===== src/verilog/decoder_pkg.sv =====
// shared types and constants for the rv32im decoder
// opcode, csr, mult/div and write-select enums
// lsu size, signed mode, funct7 and system immediate codes
package decoder_pkg;

  localparam int INSTR_W    = 32;
  localparam int REG_ADDR_W = 5;

  // major opcodes, instr[6:0]
  typedef enum logic [6:0] {
    OPCODE_LOAD     = 7'h03,
    OPCODE_MISC_MEM = 7'h0f,
    OPCODE_OP_IMM   = 7'h13,
    OPCODE_AUIPC    = 7'h17,
    OPCODE_STORE    = 7'h23,
    OPCODE_OP       = 7'h33,
    OPCODE_LUI      = 7'h37,
    OPCODE_BRANCH   = 7'h63,
    OPCODE_JALR     = 7'h67,
    OPCODE_JAL      = 7'h6f,
    OPCODE_SYSTEM   = 7'h73
  } opcode_e;

  typedef enum logic [1:0] {
    CSR_OP_READ,
    CSR_OP_WRITE,
    CSR_OP_SET,
    CSR_OP_CLEAR
  } csr_op_e;

  typedef enum logic [1:0] {
    MD_OP_MULL,
    MD_OP_MULH,
    MD_OP_DIV,
    MD_OP_REM
  } md_op_e;

  typedef enum logic {
    RF_WD_EX,   // alu or mult/div result
    RF_WD_CSR   // csr read data
  } rf_wd_sel_e;

  //////////////////////////////
  // field codes
  //////////////////////////////
  localparam logic [1:0] DATA_TYPE_WORD = 2'd0;
  localparam logic [1:0] DATA_TYPE_HALF = 2'd1;
  localparam logic [1:0] DATA_TYPE_BYTE = 2'd2;

  localparam logic [1:0] MD_SIGNED_NONE  = 2'd0;
  localparam logic [1:0] MD_SIGNED_MIXED = 2'd1;  // rs1 signed, rs2 unsigned
  localparam logic [1:0] MD_SIGNED_BOTH  = 2'd3;

  localparam logic [6:0] FUNCT7_BASE   = 7'h00;
  localparam logic [6:0] FUNCT7_ALT    = 7'h20;  // sub, sra, srai
  localparam logic [6:0] FUNCT7_MULDIV = 7'h01;

  // instr[31:20] of the funct3 = 0 system instructions
  localparam logic [11:0] SYS_ECALL  = 12'h000;
  localparam logic [11:0] SYS_EBREAK = 12'h001;
  localparam logic [11:0] SYS_MRET   = 12'h302;
  localparam logic [11:0] SYS_DRET   = 12'h7b2;
  localparam logic [11:0] SYS_WFI    = 12'h105;

endpackage


===== src/verilog/alu_decoder.sv =====
// alu class decoder
// lui, auipc, op-imm and op, with the rv32m mult/div selection
module alu_decoder
  import decoder_pkg::*;
(
  input  logic [INSTR_W-1:0] instr_i,
  output logic               claim_o,
  output logic               illegal_o,
  output logic               rf_we_o,
  output logic               rf_ren_a_o,
  output logic               rf_ren_b_o,
  output md_op_e             md_op_o,
  output logic [1:0]         md_signed_mode_o
);

  opcode_e    opcode;
  logic [2:0] funct3;
  logic [6:0] funct7;

  assign opcode = opcode_e'(instr_i[6:0]);
  assign funct3 = instr_i[14:12];
  assign funct7 = instr_i[31:25];

  always_comb begin
    claim_o          = 1'b0;
    illegal_o        = 1'b0;
    rf_we_o          = 1'b0;
    rf_ren_a_o       = 1'b0;
    rf_ren_b_o       = 1'b0;
    md_op_o          = MD_OP_MULL;
    md_signed_mode_o = MD_SIGNED_NONE;

    unique case (opcode)
      OPCODE_LUI, OPCODE_AUIPC: begin
        claim_o = 1'b1;
        rf_we_o = 1'b1;
      end
      OPCODE_OP_IMM: begin
        claim_o    = 1'b1;
        rf_we_o    = 1'b1;
        rf_ren_a_o = 1'b1;
        // shamt sits in [24:20], upper bits select the shift kind
        if (funct3 == 3'b001) begin
          illegal_o = (funct7 != FUNCT7_BASE);
        end else if (funct3 == 3'b101) begin
          illegal_o = (funct7 != FUNCT7_BASE) && (funct7 != FUNCT7_ALT);
        end
      end
      OPCODE_OP: begin
        claim_o    = 1'b1;
        rf_we_o    = 1'b1;
        rf_ren_a_o = 1'b1;
        rf_ren_b_o = 1'b1;
        unique case ({funct7, funct3})
          {FUNCT7_BASE, 3'b000}, {FUNCT7_ALT, 3'b000},   // add, sub
          {FUNCT7_BASE, 3'b001}, {FUNCT7_BASE, 3'b010},  // sll, slt
          {FUNCT7_BASE, 3'b011}, {FUNCT7_BASE, 3'b100},  // sltu, xor
          {FUNCT7_BASE, 3'b101}, {FUNCT7_ALT, 3'b101},   // srl, sra
          {FUNCT7_BASE, 3'b110}, {FUNCT7_BASE, 3'b111}: ; // or, and

          {FUNCT7_MULDIV, 3'b000}: md_op_o = MD_OP_MULL;  // mul
          {FUNCT7_MULDIV, 3'b001}: begin                  // mulh
            md_op_o          = MD_OP_MULH;
            md_signed_mode_o = MD_SIGNED_BOTH;
          end
          {FUNCT7_MULDIV, 3'b010}: begin                  // mulhsu
            md_op_o          = MD_OP_MULH;
            md_signed_mode_o = MD_SIGNED_MIXED;
          end
          {FUNCT7_MULDIV, 3'b011}: md_op_o = MD_OP_MULH;  // mulhu
          {FUNCT7_MULDIV, 3'b100}: begin                  // div
            md_op_o          = MD_OP_DIV;
            md_signed_mode_o = MD_SIGNED_BOTH;
          end
          {FUNCT7_MULDIV, 3'b101}: md_op_o = MD_OP_DIV;   // divu
          {FUNCT7_MULDIV, 3'b110}: begin                  // rem
            md_op_o          = MD_OP_REM;
            md_signed_mode_o = MD_SIGNED_BOTH;
          end
          {FUNCT7_MULDIV, 3'b111}: md_op_o = MD_OP_REM;   // remu
          default: illegal_o = 1'b1;
        endcase
      end
      default: ;
    endcase
  end

endmodule


===== src/verilog/csr_decoder.sv =====
// csr class decoder
// csrrw/s/c and immediate forms, with the zero-operand check
module csr_decoder
  import decoder_pkg::*;
(
  input  logic [INSTR_W-1:0] instr_i,
  output logic               claim_o,
  output logic               illegal_o,
  output logic               csr_access_o,
  output logic               rf_we_o,
  output logic               rf_ren_a_o,
  output rf_wd_sel_e         rf_wdata_sel_o,
  output csr_op_e            csr_op_o
);

  opcode_e               opcode;
  logic [2:0]            funct3;
  logic [REG_ADDR_W-1:0] rs1_uimm;  // rs1 or uimm[4:0]
  csr_op_e               csr_op;

  assign opcode   = opcode_e'(instr_i[6:0]);
  assign funct3   = instr_i[14:12];
  assign rs1_uimm = instr_i[19:15];

  assign claim_o        = (opcode == OPCODE_SYSTEM) && (funct3 != 3'b000);
  assign csr_access_o   = claim_o;
  assign rf_we_o        = claim_o;
  assign rf_ren_a_o     = claim_o & ~funct3[2];
  assign rf_wdata_sel_o = claim_o ? RF_WD_CSR : RF_WD_EX;

  always_comb begin
    illegal_o = 1'b0;
    csr_op    = CSR_OP_READ;
    if (claim_o) begin
      unique case (funct3[1:0])
        2'b01:   csr_op    = CSR_OP_WRITE;
        2'b10:   csr_op    = CSR_OP_SET;
        2'b11:   csr_op    = CSR_OP_CLEAR;
        default: illegal_o = 1'b1;  // funct3 = 4
      endcase
    end
  end

  //////////////////////////////
  // operand check
  //////////////////////////////
  // set/clear with a zero mask must not write the csr
  always_comb begin
    csr_op_o = csr_op;
    if ((csr_op == CSR_OP_SET || csr_op == CSR_OP_CLEAR) && rs1_uimm == '0) begin
      csr_op_o = CSR_OP_READ;
    end
  end

  always_comb begin : chk_access_claim
    assert (!csr_access_o || claim_o)
      else $error("csr_decoder: csr access on an unclaimed instruction");
  end

endmodule


===== src/verilog/ctrl_flow_decoder.sv =====
// control-flow class decoder
// jal, jalr, branch, fence, fence.i and non-csr system instructions
module ctrl_flow_decoder
  import decoder_pkg::*;
(
  input  logic [INSTR_W-1:0] instr_i,
  input  logic               first_cycle_i,
  output logic               claim_o,
  output logic               illegal_o,
  output logic               jump_in_dec_o,
  output logic               jump_set_o,
  output logic               branch_in_dec_o,
  output logic               icache_inval_o,
  output logic               rf_we_o,
  output logic               rf_ren_a_o,
  output logic               rf_ren_b_o,
  output logic               ecall_o,
  output logic               ebrk_o,
  output logic               mret_o,
  output logic               dret_o,
  output logic               wfi_o
);

  opcode_e               opcode;
  logic [2:0]            funct3;
  logic [11:0]           imm12;
  logic [REG_ADDR_W-1:0] rs1;
  logic [REG_ADDR_W-1:0] rd;

  assign opcode = opcode_e'(instr_i[6:0]);
  assign funct3 = instr_i[14:12];
  assign imm12  = instr_i[31:20];
  assign rs1    = instr_i[19:15];
  assign rd     = instr_i[11:7];

  always_comb begin
    claim_o         = 1'b0;
    illegal_o       = 1'b0;
    jump_in_dec_o   = 1'b0;
    jump_set_o      = 1'b0;
    branch_in_dec_o = 1'b0;
    icache_inval_o  = 1'b0;
    rf_we_o         = 1'b0;
    rf_ren_a_o      = 1'b0;
    rf_ren_b_o      = 1'b0;
    ecall_o         = 1'b0;
    ebrk_o          = 1'b0;
    mret_o          = 1'b0;
    dret_o          = 1'b0;
    wfi_o           = 1'b0;

    unique case (opcode)
      OPCODE_JAL, OPCODE_JALR: begin
        claim_o       = 1'b1;
        jump_in_dec_o = 1'b1;
        jump_set_o    = first_cycle_i;  // target goes out in the first cycle
        rf_we_o       = 1'b1;           // link written in both cycles
        if (opcode == OPCODE_JALR) begin
          rf_ren_a_o = 1'b1;
          illegal_o  = (funct3 != 3'b000);
        end
      end
      OPCODE_BRANCH: begin
        claim_o         = 1'b1;
        branch_in_dec_o = 1'b1;
        rf_ren_a_o      = 1'b1;
        rf_ren_b_o      = 1'b1;
        illegal_o       = (funct3[2:1] == 2'b01);  // funct3 2 and 3 unused
      end
      OPCODE_MISC_MEM: begin
        claim_o = 1'b1;
        unique case (funct3)
          3'b000: ;  // fence, memory is already in order
          3'b001: begin
            // fence.i as a jump to pc+4 flushes the fetch side
            jump_in_dec_o  = 1'b1;
            jump_set_o     = first_cycle_i;
            icache_inval_o = first_cycle_i;
          end
          default: illegal_o = 1'b1;
        endcase
      end
      OPCODE_SYSTEM: begin
        if (funct3 == 3'b000) begin  // csr forms belong to csr_decoder
          claim_o = 1'b1;
          unique case (imm12)
            SYS_ECALL:  ecall_o = 1'b1;
            SYS_EBREAK: ebrk_o  = 1'b1;
            SYS_MRET:   mret_o  = 1'b1;
            SYS_DRET:   dret_o  = 1'b1;
            SYS_WFI:    wfi_o   = 1'b1;
            default:    illegal_o = 1'b1;
          endcase
          if (rs1 != '0 || rd != '0) begin
            illegal_o = 1'b1;
          end
        end
      end
      default: ;
    endcase
  end

  always_comb begin : chk_sys_flags
    assert ($onehot0({ecall_o, ebrk_o, mret_o, dret_o, wfi_o}))
      else $error("ctrl_flow_decoder: more than one system flag");
  end

endmodule


===== src/verilog/instr_decoder.sv =====
// rv32im instruction decoder top level
// fans the instruction out to four class decoders, merges the results
// and masks side effects of illegal instructions
module instr_decoder
  import decoder_pkg::*;
(
  input  logic               clk_i,                 // assertion sampling only
  input  logic               rst_n_i,
  input  logic               instr_first_cycle_i,
  input  logic [INSTR_W-1:0] instr_rdata_i,
  input  logic               illegal_c_insn_i,      // compressed decode failed
  output logic               illegal_insn_o,
  output logic               ebrk_insn_o,
  output logic               mret_insn_o,
  output logic               dret_insn_o,
  output logic               ecall_insn_o,
  output logic               wfi_insn_o,
  output logic               jump_set_o,
  output logic               icache_inval_o,
  output rf_wd_sel_e         rf_wdata_sel_o,
  output logic               rf_we_o,
  output logic               rf_ren_a_o,
  output logic               rf_ren_b_o,
  output md_op_e             multdiv_operator_o,
  output logic [1:0]         multdiv_signed_mode_o,
  output logic               csr_access_o,
  output csr_op_e            csr_op_o,
  output logic               data_req_o,
  output logic               data_we_o,
  output logic [1:0]         data_type_o,
  output logic               data_sign_extension_o,
  output logic               jump_in_dec_o,
  output logic               branch_in_dec_o
);

  logic cf_claim, cf_illegal, cf_jump_in_dec, cf_jump_set, cf_branch, cf_rf_we;
  logic cf_ren_a, cf_ren_b;
  logic lsu_claim, lsu_illegal, lsu_req, lsu_we, lsu_rf_we, lsu_ren_a, lsu_ren_b;
  logic alu_claim, alu_illegal, alu_rf_we, alu_ren_a, alu_ren_b;
  logic csr_claim, csr_illegal, csr_access, csr_rf_we, csr_ren_a;
  logic illegal_insn;

  ctrl_flow_decoder ctrl_flow_decoder_inst (
    .instr_i (instr_rdata_i), .first_cycle_i (instr_first_cycle_i),
    .claim_o (cf_claim), .illegal_o (cf_illegal),
    .jump_in_dec_o (cf_jump_in_dec), .jump_set_o (cf_jump_set),
    .branch_in_dec_o (cf_branch), .icache_inval_o (icache_inval_o),
    .rf_we_o (cf_rf_we), .rf_ren_a_o (cf_ren_a), .rf_ren_b_o (cf_ren_b),
    .ecall_o (ecall_insn_o), .ebrk_o (ebrk_insn_o), .mret_o (mret_insn_o),
    .dret_o (dret_insn_o), .wfi_o (wfi_insn_o)
  );

  lsu_decoder lsu_decoder_inst (
    .instr_i (instr_rdata_i), .claim_o (lsu_claim), .illegal_o (lsu_illegal),
    .data_req_o (lsu_req), .data_we_o (lsu_we), .data_type_o (data_type_o),
    .data_sign_ext_o (data_sign_extension_o), .rf_ren_a_o (lsu_ren_a),
    .rf_ren_b_o (lsu_ren_b), .rf_we_o (lsu_rf_we)
  );

  alu_decoder alu_decoder_inst (
    .instr_i (instr_rdata_i), .claim_o (alu_claim), .illegal_o (alu_illegal),
    .rf_we_o (alu_rf_we), .rf_ren_a_o (alu_ren_a), .rf_ren_b_o (alu_ren_b),
    .md_op_o (multdiv_operator_o), .md_signed_mode_o (multdiv_signed_mode_o)
  );

  csr_decoder csr_decoder_inst (
    .instr_i (instr_rdata_i), .claim_o (csr_claim), .illegal_o (csr_illegal),
    .csr_access_o (csr_access), .rf_we_o (csr_rf_we), .rf_ren_a_o (csr_ren_a),
    .rf_wdata_sel_o (rf_wdata_sel_o), .csr_op_o (csr_op_o)
  );

  //////////////////////////////
  // merge and mask
  //////////////////////////////
  assign illegal_insn = illegal_c_insn_i | cf_illegal | lsu_illegal | alu_illegal |
                        csr_illegal | ~(cf_claim | lsu_claim | alu_claim | csr_claim);
  assign illegal_insn_o = illegal_insn;

  assign rf_ren_a_o = cf_ren_a | lsu_ren_a | alu_ren_a | csr_ren_a;
  assign rf_ren_b_o = cf_ren_b | lsu_ren_b | alu_ren_b;

  // nothing of an illegal instruction may reach rf, lsu, csrs or pc
  assign rf_we_o         = ~illegal_insn & (cf_rf_we | lsu_rf_we | alu_rf_we | csr_rf_we);
  assign data_req_o      = ~illegal_insn & lsu_req;
  assign data_we_o       = ~illegal_insn & lsu_we;
  assign jump_in_dec_o   = ~illegal_insn & cf_jump_in_dec;
  assign jump_set_o      = ~illegal_insn & cf_jump_set;
  assign branch_in_dec_o = ~illegal_insn & cf_branch;
  assign csr_access_o    = ~illegal_insn & csr_access;

  a_one_claim : assert property (@(posedge clk_i) disable iff (!rst_n_i)
    $onehot0({cf_claim, lsu_claim, alu_claim, csr_claim}))
    else $error("instr_decoder: two class decoders claim one instruction");

  a_illegal_quiet : assert property (@(posedge clk_i) disable iff (!rst_n_i)
    illegal_insn_o |-> !(rf_we_o || data_req_o || data_we_o || jump_in_dec_o ||
                         jump_set_o || branch_in_dec_o || csr_access_o))
    else $error("instr_decoder: side effect on an illegal instruction");

endmodule


===== src/verilog/lsu_decoder.sv =====
// load/store class decoder
// request, write, access size and sign extension
module lsu_decoder
  import decoder_pkg::*;
(
  input  logic [INSTR_W-1:0] instr_i,
  output logic               claim_o,
  output logic               illegal_o,
  output logic               data_req_o,
  output logic               data_we_o,
  output logic [1:0]         data_type_o,
  output logic               data_sign_ext_o,
  output logic               rf_ren_a_o,
  output logic               rf_ren_b_o,
  output logic               rf_we_o
);

  opcode_e    opcode;
  logic [2:0] funct3;
  logic       is_load;
  logic       is_store;

  assign opcode   = opcode_e'(instr_i[6:0]);
  assign funct3   = instr_i[14:12];
  assign is_load  = (opcode == OPCODE_LOAD);
  assign is_store = (opcode == OPCODE_STORE);
  assign claim_o  = is_load | is_store;

  always_comb begin
    illegal_o       = 1'b0;
    data_type_o     = DATA_TYPE_WORD;
    data_req_o      = claim_o;
    rf_ren_a_o      = claim_o;            // base address
    data_we_o       = is_store;
    rf_ren_b_o      = is_store;           // store data
    rf_we_o         = is_load;
    data_sign_ext_o = is_load & ~funct3[2];

    if (claim_o) begin
      unique case (funct3[1:0])
        2'b00:   data_type_o = DATA_TYPE_BYTE;
        2'b01:   data_type_o = DATA_TYPE_HALF;
        2'b10:   data_type_o = DATA_TYPE_WORD;
        default: illegal_o   = 1'b1;
      endcase
      // no unsigned stores, and no lwu on rv32
      if (is_store && funct3[2]) illegal_o = 1'b1;
      if (is_load && funct3 == 3'b110) illegal_o = 1'b1;
    end
  end

  always_comb begin : chk_we_req
    assert (!data_we_o || data_req_o)
      else $error("lsu_decoder: write without request");
  end

endmodule

===== config.mk =====
export PLATFORM = sky130hd
export DESIGN_NAME = instr_decoder
export DESIGN_NICKNAME = d
export VERILOG_FILES = /design/src/verilog/decoder_pkg.sv /design/src/verilog/alu_decoder.sv /design/src/verilog/csr_decoder.sv /design/src/verilog/ctrl_flow_decoder.sv /design/src/verilog/instr_decoder.sv /design/src/verilog/lsu_decoder.sv
export SDC_FILE = /design/constraint.sdc
export NUM_CORES = 1
export LEC_CHECK = 0
export BUFFER_PORTS_ARGS = -buffer_cell sky130_fd_sc_hd__buf_4
export CAP_MARGIN = 20
export CELL_PAD_IN_SITES_DETAIL_PLACEMENT = 0
export CELL_PAD_IN_SITES_GLOBAL_PLACEMENT = 1
export CORE_MARGIN = 2
export CORE_UTILIZATION = 25
export DETAILED_ROUTE_END_ITERATION = 6
export MAX_ROUTING_LAYER = met4
export PLACE_DENSITY_LB_ADDON = 0.3
export REMOVE_ABC_BUFFERS = 1
export SYNTH_ARGS = -nofsm -noshare
export SYNTH_HDL_FRONTEND = slang
export SYNTH_HIERARCHICAL = 1
export SYNTH_SLANG_ARGS = --single-unit

===== constraint.sdc =====
create_clock -name vclk -period 2.6
set_input_delay 0.39 -clock vclk [all_inputs]
set_output_delay 0.39 -clock vclk [all_outputs]
set_load 0.01 [all_outputs]

==> key figures <==
Global routing
  – Met3 usage: 0.00704
  – Largest net degree at the start of global routing: 16
  – Total gr overflow: 0
  – Antenna violations before repair: 0
  – First-pass GRT wire length: 5.06 mm
  – GRT Util Overall: 0.149
  – Met1 Use GR: 0.181
  – Vias in the first global route: 1146
  – Met2 Use GR: 0.284
  – Gr busiest metal: met2

Timing
  – WHS: 1.07 ns
  – Least-Margin Pin Slew: 0.588 ns
  – Setup ws final: -0.140 ns
  – Fmax: 0.365 GHz
  – Slew headroom: 0.605
  – Min Tclk post-route: 2.74 ns
  – Period Utilization, post-route: 1.05
  – Final max-slew violation count: 0
  – Final Hold Vio Count: 0
  – RSZ-0062 raised after global routing: true
  – Final setup fails: 8

Logic synthesis
  – Seq/Total Area, Yosys: 0
  – Post-Synthesis Cells: 135
  – Syn_area_per_cell: 6.63 um2
  – Synth cell types: 39
  – Ranking of synthesized cells by area: nor4b_1 (6.9%), buf_4 (6.7%), nor2_1 (6.3%)
  – Yosys Warn Count: 6
  – Share of the synthesized area in the top cell type: 0.0685
  – Synthesized area: 895 um2
  – Dominant cell type by area after synthesis: nor4b_1

CTS
  – Hold_buf cts: 0

Pwr
  – Power Dens Cells: 95.3 nW/um2
  – Leakage: 0.644 nW
  – Total power draw: 148 uW
  – Maximum vdd drop: 0.0378 mV

Detailed routing
  – First-pass detailed-route iteration total: 5
  – Routed vias: 1270
  – Vias/cell: 5.18
  – Drt first-iter violations: 35
  – Wire per inst: 13.2 um
  – Post-route DRC: 0
  – Antenna-violating nets left: 0
  – Post-detailed-routing wire length: 3.25 mm

Final layout
  – Clkbuf count: 0
  – Layout filler cell count: 366
  – Layout Cells excl Fill: 245
  – Final #Nets: 237
  – Storage cell area: 0 um2
  – Synth-to-layout area growth: 74.0%
  – Seq cells: 0
  – Antenna Cells: 0
  – Share of cells above drive strength 1: 0.543

Worst setup path
  – Critical Path AT: 2.35 ns
  – Worst Setup Path Type: input pin to output port
  – Crit-path max FO: 8
  – Slowest stage delay, CP: 0.55 ns
  – Critical Path Start Type: input pin
  – Req. time, crit path: 2.21 ns
  – Worst-path cell chain: buf_4 > or4_4 > nor4_4 > a21boi_2 > a211o_4 > or3_4 > buf_6
  – Delay-heaviest family, CP: simple AND/OR/NAND/NOR gates
  – Worst Path Buf+Inv: 2
  – CP endpoint kind: output port
  – Crit path max-delay cell type: or4_4

Run status
  – Outcome: finished with violations
  – Failing checks: negative setup slack

Die
  – Area of the core: 3390 um2
  – I/O pins: 62
  – Die area: 4070 um2
  – Die H: 63.8 um
  – Die width: 63.8 um
  – FP Rows: 21
  – Starting density of the core: 0.264

Placed design
  – Port bufs: 60
  – Hpwl dp: 2.67 mm
  – DP Cell Count: 244
  – Place WS: -0.225 ns
  – GPL Wtd Cong: 0.871

Flow run
  – Max_cap viols: 0

Min path
  – Hold Path Class: input pin to output port
-- layout by cell type (no fill, tap or decap), types with 2 or more instances in the layout --
| cell | instances |
|---|---|
| nor2_1 | 14 |
| xor2_1 | 2 |
| buf_4 | 74 |
| nand2_1 | 13 |
| nor4b_2 | 6 |
| or4_4 | 4 |
| o21ai_0 | 4 |
| nor3_2 | 5 |
| nor4_4 | 3 |
| inv_1 | 9 |
| nor4_2 | 3 |
| nor4_1 | 6 |
| nand4b_1 | 3 |
| nand3_1 | 3 |
| or3_1 | 3 |
| or3_4 | 2 |
| nand2b_1 | 2 |
| nor3_1 | 8 |
| a21oi_1 | 6 |
| buf_6 | 3 |
| nor2b_1 | 3 |
| a211oi_2 | 2 |
| or4_1 | 5 |
-- metal layers --
| layer | up-vias | wire [um] | share of wire |
|---|---|---|---|
| met3 | 2 | 211 | 0.065 |
| met2 | 45 | 1730 | 0.53 |
| met4 | 0 | 7 | 0.0022 |
| met5 | - | 0 | 0 |
| li1 | 630 | - | - |
| met1 | 593 | 1300 | 0.40 |
-- what timing repair did --
item	4_1_cts	5_1_grt
buffers inserted	1	0
pin swaps	4	5
cloned	0	0
resized for setup	10	10
setup endpoints to repair	8	8
-- area by class of cell --
type                            instances  area (um2)  share of cell area
Timing Repair Buffer                   78         609               0.391
Tap cell                               46        57.6              0.0370
Inverter                                9        33.8              0.0217
Multi-Input combinational cell        112         856               0.550
-- power breakdown --
group          internal [mW]  leakage [nW]  switching (mW)
logic                 0.0744         0.644          0.0740
clock network              0             0               0
registers                  0             0               0
total                 0.0744         0.644          0.0740
-- path summary, 6_finish.rpt --
path | from | endpoint | slack, ns | cells past startpoint
worst min-delay path | instr_rdata_i[20] | ecall_insn_o | 1.07 | 3
worst max-delay path | instr_rdata_i[25] | illegal_insn_o | -0.14 | 7
-- cell usage after synthesis, types with 2 or more instances --
| cell | number |
|---|---|
| nor2_1 | 15 |
| nand2_1 | 13 |
| inv_1 | 9 |
| buf_4 | 8 |
| nor3_1 | 8 |
| nor4_1 | 7 |
| nor4b_1 | 7 |
| a21oi_1 | 6 |
| or4_1 | 6 |
| nor3_2 | 5 |
| o21ai_0 | 4 |
| or3_1 | 4 |
| nand3_1 | 3 |
| nand4b_1 | 3 |
| nor2b_1 | 3 |
| nor4_2 | 3 |
| or4_4 | 3 |
| a211oi_2 | 2 |
| buf_2 | 2 |
| clkbuf_1 | 2 |
| nand2b_1 | 2 |
| nor4_4 | 2 |
| xor2_1 | 2 |
-- through the flow --
stage               area [um2]  TNS [ns]   util
floorplan                  802         0      -
detailed placement        1450     -1.42  0.428
global placement          1450    -0.944  0.428
CTS                       1500    -0.584  0.443
global route              1560     -1.09  0.459
finish                    1560    -0.684  0.459
-- logic make-up after synthesis --
kind of cell | Yosys count | share of synthesized area
simple gates | 91 | 0.691
buf+inv | 23 | 0.141
compound gates | 18 | 0.137
xor+xnor | 2 | 0.0196
mux | 1 | 0.0112
Power figures use the tool's default switching activity.
